==> config.mk <==
export PLATFORM = sky130hd
export DESIGN_NAME = rv_pipeline
export DESIGN_NICKNAME = d
export VERILOG_FILES = /design/src/hw/rv_pkg.sv /design/src/hw/fwd_if.sv /design/src/hw/decode_stage.sv /design/src/hw/execute_stage.sv /design/src/hw/fetch_stage.sv /design/src/hw/reg_file.sv /design/src/hw/rv_pipeline.sv /design/src/hw/writeback_stage.sv
export SDC_FILE = /design/constraint.sdc
export NUM_CORES = 2
export LEC_CHECK = 0
export ABC_CLOCK_PERIOD_IN_PS = 5400
export BUFFER_PORTS_ARGS = -buffer_cell sky130_fd_sc_hd__buf_2
export CORE_ASPECT_RATIO = 0.8
export CORE_MARGIN = 2
export CORE_UTILIZATION = 45
export CTS_CLUSTER_SIZE = 16
export DETAILED_ROUTE_END_ITERATION = 10
export SYNTH_ARGS = -nofsm -noshare
export SYNTH_HDL_FRONTEND = slang
export SYNTH_SLANG_ARGS = --single-unit
==> constraint.sdc <==
create_clock -name clk -period 5.4 [get_ports clk]
set_input_delay 1.08 -clock clk [delete_from_list [all_inputs] [get_ports clk]]
set_output_delay 1.08 -clock clk [all_outputs]
set_load 0.1 [all_outputs]
==> src/hw/rv_pkg.sv <==
package rv_pkg;

  localparam int xlen = 32;

  typedef logic [xlen-1:0] word_t;
  typedef logic [31:0] insn_t;
  typedef logic [4:0] reg_idx_t;

  // major opcodes of the supported subset
  typedef enum logic [6:0] {
    op_reg_imm = 7'b0010011,
    op_reg_reg = 7'b0110011,
    op_branch  = 7'b1100011,
    op_lui     = 7'b0110111,
    op_auipc   = 7'b0010111,
    op_environ = 7'b1110011
  } opcode_e;

  // what occupies a pipeline slot
  typedef enum logic [1:0] {
    cycle_reset,
    cycle_no_stall,
    cycle_taken_branch
  } cycle_status_e;

  localparam insn_t nop_insn = 32'h0000_0000;

  typedef struct packed {
    word_t         pc;
    insn_t         insn;
    cycle_status_e status;
  } decode_slot_t;

  typedef struct packed {
    decode_slot_t base;
    word_t        rs1_data;
    word_t        rs2_data;
  } execute_slot_t;

  // rd is zero when the instruction writes no register
  typedef struct packed {
    word_t         pc;
    insn_t         insn;
    cycle_status_e status;
    word_t         result;
    reg_idx_t      rd;
  } retire_slot_t;

  localparam decode_slot_t reset_decode_slot = '{pc: '0, insn: nop_insn, status: cycle_reset};
  localparam decode_slot_t flush_decode_slot =
    '{pc: '0, insn: nop_insn, status: cycle_taken_branch};
  localparam retire_slot_t reset_retire_slot =
    '{pc: '0, insn: nop_insn, status: cycle_reset, result: '0, rd: '0};

endpackage

==> src/hw/fwd_if.sv <==
interface fwd_if
  import rv_pkg::*;
();

  // memory stage source
  logic     m_valid;
  reg_idx_t m_rd;
  word_t    m_result;

  // writeback stage source, also the register file write port
  logic     w_valid;
  reg_idx_t w_rd;
  word_t    w_result;

  modport mem_src (output m_valid, m_rd, m_result);
  modport wb_src (output w_valid, w_rd, w_result);
  modport sink (input m_valid, m_rd, m_result, w_valid, w_rd, w_result);

endinterface

==> src/hw/decode_stage.sv <==
module decode_stage
  import rv_pkg::*;
(
  input  logic          clk,
  input  logic          rst,
  input  logic          redirect,
  input  decode_slot_t  decode_slot,
  fwd_if.sink           fwd,
  output execute_slot_t execute_slot
);

  reg_idx_t rs1;
  reg_idx_t rs2;
  word_t    rf_rs1_data;
  word_t    rf_rs2_data;
  word_t    rs1_data;
  word_t    rs2_data;

  assign rs1 = decode_slot.insn[19:15];
  assign rs2 = decode_slot.insn[24:20];

  reg_file rf (
    .clk      (clk),
    .rst      (rst),
    .rs1      (rs1),
    .rs2      (rs2),
    .rs1_data (rf_rs1_data),
    .rs2_data (rf_rs2_data),
    .wr       (fwd)
  );

  // the register being written this cycle is not in the array yet
  assign rs1_data = (fwd.w_valid && fwd.w_rd == rs1) ? fwd.w_result : rf_rs1_data;
  assign rs2_data = (fwd.w_valid && fwd.w_rd == rs2) ? fwd.w_result : rf_rs2_data;

  always_ff @(posedge clk) begin
    if (rst) begin
      execute_slot <= '{base: reset_decode_slot, rs1_data: '0, rs2_data: '0};
    end else if (redirect) begin
      execute_slot <= '{base: flush_decode_slot, rs1_data: '0, rs2_data: '0};
    end else begin
      execute_slot <= '{base: decode_slot, rs1_data: rs1_data, rs2_data: rs2_data};
    end
  end

endmodule

==> src/hw/execute_stage.sv <==
module execute_stage
  import rv_pkg::*;
(
  input  logic          clk,
  input  logic          rst,
  input  execute_slot_t execute_slot,
  fwd_if.mem_src        fwd_src,
  fwd_if.sink           fwd,
  output logic          redirect,
  output word_t         redirect_pc,
  output logic          halt,
  output retire_slot_t  retire_slot
);

  word_t    pc;
  insn_t    insn;
  opcode_e  opcode;
  logic [2:0] funct3;
  reg_idx_t rs1;
  reg_idx_t rs2;
  word_t    imm_i;
  word_t    imm_b;
  word_t    imm_u;
  word_t    rs1_val;
  word_t    rs2_val;
  word_t    alu_b;
  word_t    alu_out;
  word_t    result;
  logic     writes_rd;
  logic     cond;
  logic     ecall;

  assign pc     = execute_slot.base.pc;
  assign insn   = execute_slot.base.insn;
  assign opcode = opcode_e'(insn[6:0]);
  assign funct3 = insn[14:12];
  assign rs1    = insn[19:15];
  assign rs2    = insn[24:20];

  assign imm_i = {{20{insn[31]}}, insn[31:20]};
  assign imm_b = {{20{insn[31]}}, insn[7], insn[30:25], insn[11:8], 1'b0};
  assign imm_u = {insn[31:12], 12'b0};

  // memory forward is younger, so it wins over writeback
  assign rs1_val = (fwd.m_valid && fwd.m_rd == rs1) ? fwd.m_result :
                   (fwd.w_valid && fwd.w_rd == rs1) ? fwd.w_result : execute_slot.rs1_data;
  assign rs2_val = (fwd.m_valid && fwd.m_rd == rs2) ? fwd.m_result :
                   (fwd.w_valid && fwd.w_rd == rs2) ? fwd.w_result : execute_slot.rs2_data;

  // reg-imm and reg-reg share one ALU, only operand b differs
  assign alu_b = (opcode == op_reg_reg) ? rs2_val : imm_i;

  always_comb begin
    case (funct3)
      3'b000: begin
        if (opcode == op_reg_reg && insn[30]) alu_out = rs1_val - alu_b;
        else alu_out = rs1_val + alu_b;
      end
      3'b001: alu_out = rs1_val << alu_b[4:0];
      3'b010: alu_out = {31'b0, $signed(rs1_val) < $signed(alu_b)};
      3'b011: alu_out = {31'b0, rs1_val < alu_b};
      3'b100: alu_out = rs1_val ^ alu_b;
      3'b101: begin
        if (insn[30]) alu_out = $signed(rs1_val) >>> alu_b[4:0];
        else alu_out = rs1_val >> alu_b[4:0];
      end
      3'b110: alu_out = rs1_val | alu_b;
      default: alu_out = rs1_val & alu_b;
    endcase
  end

  always_comb begin
    writes_rd = 1'b1;
    case (opcode)
      op_reg_imm, op_reg_reg: result = alu_out;
      op_lui: result = imm_u;
      op_auipc: result = pc + imm_u;
      default: begin
        result = '0;
        writes_rd = 1'b0;
      end
    endcase
  end

  always_comb begin
    case (funct3)
      3'b000: cond = rs1_val == rs2_val;
      3'b001: cond = rs1_val != rs2_val;
      3'b100: cond = $signed(rs1_val) < $signed(rs2_val);
      3'b101: cond = $signed(rs1_val) >= $signed(rs2_val);
      3'b110: cond = rs1_val < rs2_val;
      3'b111: cond = rs1_val >= rs2_val;
      default: cond = 1'b0;
    endcase
  end

  assign redirect    = (opcode == op_branch) && cond;
  assign redirect_pc = pc + imm_b;
  assign ecall       = (opcode == op_environ) && (insn[31:7] == 25'd0);

  always_ff @(posedge clk) begin
    if (rst) begin
      halt        <= 1'b0;
      retire_slot <= reset_retire_slot;
    end else begin
      halt        <= ecall;
      retire_slot <= '{pc: pc, insn: insn, status: execute_slot.base.status,
                       result: result, rd: writes_rd ? insn[11:7] : 5'd0};
    end
  end

  // the memory stage does no work, its register is the forward source
  assign fwd_src.m_valid  = retire_slot.rd != 5'd0;
  assign fwd_src.m_rd     = retire_slot.rd;
  assign fwd_src.m_result = retire_slot.result;

endmodule

==> src/hw/fetch_stage.sv <==
module fetch_stage
  import rv_pkg::*;
#(
  parameter word_t reset_pc = '0
) (
  input  logic         clk,
  input  logic         rst,
  input  logic         redirect,
  input  word_t        redirect_pc,
  output word_t        imem_pc,
  input  insn_t        imem_insn,
  output decode_slot_t decode_slot
);

  word_t pc;

  assign imem_pc = pc;

  always_ff @(posedge clk) begin
    if (rst) begin
      pc <= reset_pc;
    end else if (redirect) begin
      pc <= redirect_pc;
    end else begin
      pc <= pc + 32'd4;
    end
  end

  // the word fetched this cycle is squashed when a branch is taken in execute
  always_ff @(posedge clk) begin
    if (rst) begin
      decode_slot <= reset_decode_slot;
    end else if (redirect) begin
      decode_slot <= flush_decode_slot;
    end else begin
      decode_slot <= '{pc: pc, insn: imem_insn, status: cycle_no_stall};
    end
  end

endmodule

==> src/hw/reg_file.sv <==
module reg_file
  import rv_pkg::*;
(
  input  logic     clk,
  input  logic     rst,
  input  reg_idx_t rs1,
  input  reg_idx_t rs2,
  output word_t    rs1_data,
  output word_t    rs2_data,
  fwd_if.sink      wr
);

  word_t regs [32];

  assign rs1_data = regs[rs1];
  assign rs2_data = regs[rs2];

  // w_valid is never set for x0, so entry 0 stays zero
  always_ff @(posedge clk) begin
    if (rst) begin
      for (int i = 0; i < 32; i++) begin
        regs[i] <= '0;
      end
    end else if (wr.w_valid) begin
      regs[wr.w_rd] <= wr.w_result;
    end
  end

endmodule

==> src/hw/rv_pipeline.sv <==
module rv_pipeline
  import rv_pkg::*;
#(
  parameter word_t reset_pc = '0
) (
  input  logic          clk,
  input  logic          rst,
  output word_t         imem_pc,
  input  insn_t         imem_insn,
  output logic          halt,
  output word_t         trace_pc,
  output insn_t         trace_insn,
  output cycle_status_e trace_status,
  output word_t         trace_data
);

  logic          redirect;
  word_t         redirect_pc;
  decode_slot_t  decode_slot;
  execute_slot_t execute_slot;
  retire_slot_t  retire_slot;

  fwd_if fwd ();

  fetch_stage #(
    .reset_pc (reset_pc)
  ) u_fetch (
    .clk         (clk),
    .rst         (rst),
    .redirect    (redirect),
    .redirect_pc (redirect_pc),
    .imem_pc     (imem_pc),
    .imem_insn   (imem_insn),
    .decode_slot (decode_slot)
  );

  decode_stage u_decode (
    .clk          (clk),
    .rst          (rst),
    .redirect     (redirect),
    .decode_slot  (decode_slot),
    .fwd          (fwd),
    .execute_slot (execute_slot)
  );

  execute_stage u_execute (
    .clk          (clk),
    .rst          (rst),
    .execute_slot (execute_slot),
    .fwd_src      (fwd),
    .fwd          (fwd),
    .redirect     (redirect),
    .redirect_pc  (redirect_pc),
    .halt         (halt),
    .retire_slot  (retire_slot)
  );

  writeback_stage u_writeback (
    .clk          (clk),
    .rst          (rst),
    .retire_slot  (retire_slot),
    .fwd_src      (fwd),
    .trace_pc     (trace_pc),
    .trace_insn   (trace_insn),
    .trace_status (trace_status),
    .trace_data   (trace_data)
  );

endmodule

==> src/hw/writeback_stage.sv <==
module writeback_stage
  import rv_pkg::*;
(
  input  logic          clk,
  input  logic          rst,
  input  retire_slot_t  retire_slot,
  fwd_if.wb_src         fwd_src,
  output word_t         trace_pc,
  output insn_t         trace_insn,
  output cycle_status_e trace_status,
  output word_t         trace_data
);

  retire_slot_t wb_slot;

  always_ff @(posedge clk) begin
    if (rst) begin
      wb_slot <= reset_retire_slot;
    end else begin
      wb_slot <= retire_slot;
    end
  end

  // register file write and the writeback forward come from the same register
  assign fwd_src.w_valid  = wb_slot.rd != 5'd0;
  assign fwd_src.w_rd     = wb_slot.rd;
  assign fwd_src.w_result = wb_slot.result;

  assign trace_pc     = wb_slot.pc;
  assign trace_insn   = wb_slot.insn;
  assign trace_status = wb_slot.status;
  assign trace_data   = wb_slot.result;

endmodule

==> impl_metrics.json <==
{
  "core.rowCount": 139,
  "setup_viol": 0,
  "grt_overflow": 0,
  "synthFlopType": "edfxtp_1",
  "ant_nets": 0,
  "htree_levels": 4,
  "async_flop_share": 0,
  "area_growth_pct": 15.8,
  "post-route-min-period_ns": 5.39,
  "crit-reg2reg-launch": "u_execute.fwd_src.m_rd[3]$_SDFF_PP0_",
  "initial_utilization": 0.453,
  "cts_tree": "built",
  "status": "finished clean",
  "combPwrFrac": 0.152,
  "p_per_area_nw_per_um2": 293,
  "tightest_slew_ns": 1.36,
  "dr.pass1.iters": 6,
  "power_frac_seq": 0.458,
  "final_hold_viol_count": 0,
  "ios": 165,
  "ys_seq_area_frac": 0.485,
  "synth-edff-count": 1024,
  "vias": 62300,
  "r2r_cells": 23,
  "synth_top_area_frac": 0.378,
  "clk_path_buf_depth": 3,
  "power_leakage_uw": 0.0350,
  "slew_headroom": 0.0857,
  "cp-start-kind": "flip-flop",
  "clock_skew_ns": 0.0379,
  "drt_iter0_drc": 10100,
  "drc_errors": 0,
  "power_frac_clock": 0.390,
  "critPathKind": "flip-flop to flip-flop",
  "fin_worst_hold_slack_ns": 0.422,
  "layout-drive-gt1-share": 0.262,
  "maxCapViolations": 0,
  "cts.sinks": 1459,
  "swShare": 0.272,
  "grt_start_max_net_pins": 91,
  "crit_path_max_fanout": 17,
  "wire_per_inst_um": 35.0,
  "yosysWarnings": 0,
  "track_usage": 0.358,
  "slowest_delay_ns": 0.56,
  "fin_crit_sh": 0.997,
  "whs_path_depth": 1,
  "grt_pass1_vias": 59800,
  "crit_slowest_cell": "or4_4",
  "cts_made_buffers": 153,
  "reg2reg_setup_slack_ns": 0.01,
  "path_clk_slew_ns": 0.07,
  "ys_types": 107,
  "crit_chain": "or4_4 -> o211ai_4 -> nor2_4 -> buf_12 -> buf_6 -> buf_6 -> nand2_1 -> o21ai_0 -> inv_1 -> o21ai_2 -> ha_1 -> or3_4 -> a2111oi_4 -> buf_4 -> and4b_2 -> o31a_1 -> and2_4 -> buf_4 -> o311a_1 -> a221oi_2 -> xnor2_1 -> o2111a_1 -> o22ai_1",
  "required_ns": 6.05,
  "vias_per_cell": 6.53,
  "fillers": 15500,
  "worstHoldStart": "u_fetch.decode_slot[5]$_SDFF_PP0_",
  "crit_arrival_ns": 6.03,
  "hp-class": "flip-flop to flip-flop",
  "die_h_um": 384,
  "cp_top_family": "compound AO/OA/AOI/OAI gates",
  "antenna_found_initial": 32,
  "synth_top_cell_by_area": "edfxtp_1",
  "rsz0062_at_grt": "yes",
  "routabilityCongestion": 1.03,
  "min_to": "u_decode.execute_slot[69]$_SDFF_PP0_",
  "dieArea_um2": 184000,
  "timing.rr.end": "u_execute.fwd_src.m_result[26]$_SDFF_PP0_",
  "cp.buffers_inverters": 6,
  "fmax_ghz": 0.186,
  "fp.coreArea_um2": 179000,
  "wl_um": 334000,
  "p_int_uw": 20100,
  "p_switching_uw": 7500,
  "syn_avg_cell_area_um2": 12.3,
  "syn_area_um2": 81300,
  "dp_hpwl_um": 224000,
  "drv_slew": 0,
  "synthTopCellsByArea": "edfxtp_1 38%, mux4_2 18%, dfxtp_1 11%",
  "synth_seq_cells": 1459,
  "grt_pass1_wl_um": 466000,
  "dieWidth_um": 479,
  "io_buffers": 164,
  "fin_setup_tns_ns": 0,
  "clock_latency_ns": 0.81,
  "nNetsFinal": 7224,
  "clockRootBuffer": "clkbuf_16",
  "synthCells": 6633,
  "endpoint_kind": "flip-flop",
  "vdd_ir_drop_max_mv": 0.353
}
[cells in the final DEF (no fill, tap or decap), types with 20 or more instances in the layout]
master        n
a211oi_1     95
a21o_1       53
a21oi_1     163
a22oi_1      25
a31oi_1      59
and2_1     1073
and3_1       33
buf_12       32
buf_2       163
buf_4       566
clkbuf_1     39
clkbuf_16   161
clkinv_1     25
clkinv_2     20
conb_1       32
dfxtp_1     424
edfxtp_1   1024
ha_1        170
inv_1       151
mux2i_1     149
mux4_2      641
nand2_1     248
nand2b_1     33
nand3_1     158
nor2_1      258
nor2_4       33
nor2b_1     183
nor3_1      150
nor4_1       22
o211ai_1     52
o21ai_0     226
o21ai_1      27
or2_2        35
xnor2_1      79
xor2_1       37
[routing by layer]
layer	up-vias	track usage	wire length, um	share of wire
met2	4231	0.492	137000	0.41
met5	-	0	63	0.00019
met1	31900	0.530	141000	0.42
met4	10	0.121	11900	0.036
li1	25600	-	-	-
met3	600	0.114	44800	0.13
[power groups by stage]
stage          Clock [uW]  Combinational [uW]  Sequential, uW
2_1_floorplan           0                2220           12700
3_3_place_gp            0                3920           12800
3_5_place_dp            0                3900           12900
4_1_cts             10800                3940           12600
5_1_grt             11300                4310           12700
6_report            10800                4190           12600
[logic make-up (layout without fill, tap and decap cells)]
kind of cell,after synthesis,after routing,synth area share
XOR/XNOR,118,118,0.0127
buffers and inverters,756,1221,0.0361
multiplexers,802,802,0.197
adder cells (fa/ha/maj),183,183,0.0285
other,1,49,0.0000461
AO/OA/AOI/OAI,1014,1014,0.0836
flip-flops,1459,1459,0.485
AND/OR/NAND/NOR,2300,2300,0.156
[state kept, by name, summed over array words and instances, names as in the netlist]
register and cells:
u_decode.execute_slot 130, u_decode.rf.regs 1024, u_execute.fwd_src.m_rd 5, u_execute.fwd_src.m_result 32
u_execute.halt 1, u_execute.retire_slot 66, u_fetch.decode_slot 66, u_fetch.imem_pc 32
u_writeback.fwd_src.w_rd 5, u_writeback.fwd_src.w_result 32, u_writeback.trace_insn 32, u_writeback.trace_pc 32
u_writeback.trace_status 2
[final cells by class]
class | count | area (um^2) | area share
clock inverters | 71 | 774 | 0.00822
diodes | 17 | 42.5 | 0.000452
well taps | 2397 | 3000 | 0.0318
clock buffers | 206 | 4200 | 0.0445
repair buffers | 786 | 6140 | 0.0651
inverters | 157 | 606 | 0.00643
flip-flops and latches | 1459 | 39500 | 0.419
multi-input cells | 4449 | 39900 | 0.424
repair inverters | 1 | 8.76 | 0.0000930
[stage by stage]
stage	worst slack (ns)	total power, uW	utilization	area, um^2	cells
floorplan	0.00387	15000	-	81500	6664
global placement	-0.280	16800	0.491	88100	9220
detailed placement	-0.273	16800	0.491	88100	9220
CTS	-0.00277	27400	0.520	93300	9502
global route	-0.0749	28300	0.525	94100	9527
finish	0.0148	27600	0.525	94200	9543
[cell usage after synthesis, drive strengths merged (11+ instances only)]
cell	instances
a211oi	112
a21boi	16
a21o	53
a21oi	167
a221oi	19
a22oi	25
a311oi	12
a31oi	68
a32oi	18
and2	1074
and3	35
buf	125
clkbuf	474
dfxtp	435
edfxtp	1024
ha	179
inv	155
mux2i	153
mux4	641
nand2	250
nand2b	35
nand3	160
nand4	17
nor2	295
nor2b	183
nor3	153
nor4	25
o211ai	54
o21a	18
o21ai	271
o21bai	18
o221ai	11
o22ai	19
o311ai	14
o31ai	11
or2	39
or3	17
xnor2	81
xor2	37
[how the worst max path moves through the flow]
stage	endpoint	from	slack, ns	depth (start not counted)
floorplan	u_execute.fwd_src.m_result[26]$_SDFF_PP0_	u_execute.fwd_src.m_rd[1]$_SDFF_PP0_	0.004	23
global placement	u_decode.execute_slot[64]$_SDFF_PP0_	u_execute.fwd_src.m_rd[1]$_SDFF_PP0_	-0.28	21
detailed placement	u_execute.fwd_src.m_result[26]$_SDFF_PP0_	u_execute.fwd_src.m_rd[1]$_SDFF_PP0_	-0.27	22
CTS	u_fetch.imem_pc[19]$_SDFF_PP0_	u_execute.fwd_src.m_rd[1]$_SDFF_PP0_	-0.003	21
global route	u_execute.fwd_src.m_result[26]$_SDFF_PP0_	u_execute.fwd_src.m_rd[3]$_SDFF_PP0_	-0.07	23
finish	u_execute.fwd_src.m_result[26]$_SDFF_PP0_	u_execute.fwd_src.m_rd[3]$_SDFF_PP0_	0.01	23
[what timing repair did]
action                                  4_1_cts  5_1_grt
hold endpoints to repair                      0        0
endpoints found under the setup margin      237      245
pin swaps                                     9       40
gates resized for setup                      46      121
buffers inserted                              3       16
cloned                                        2        8
hold buffers                                  0        0
No activity file was read; power rests on OpenSTA's default activity.
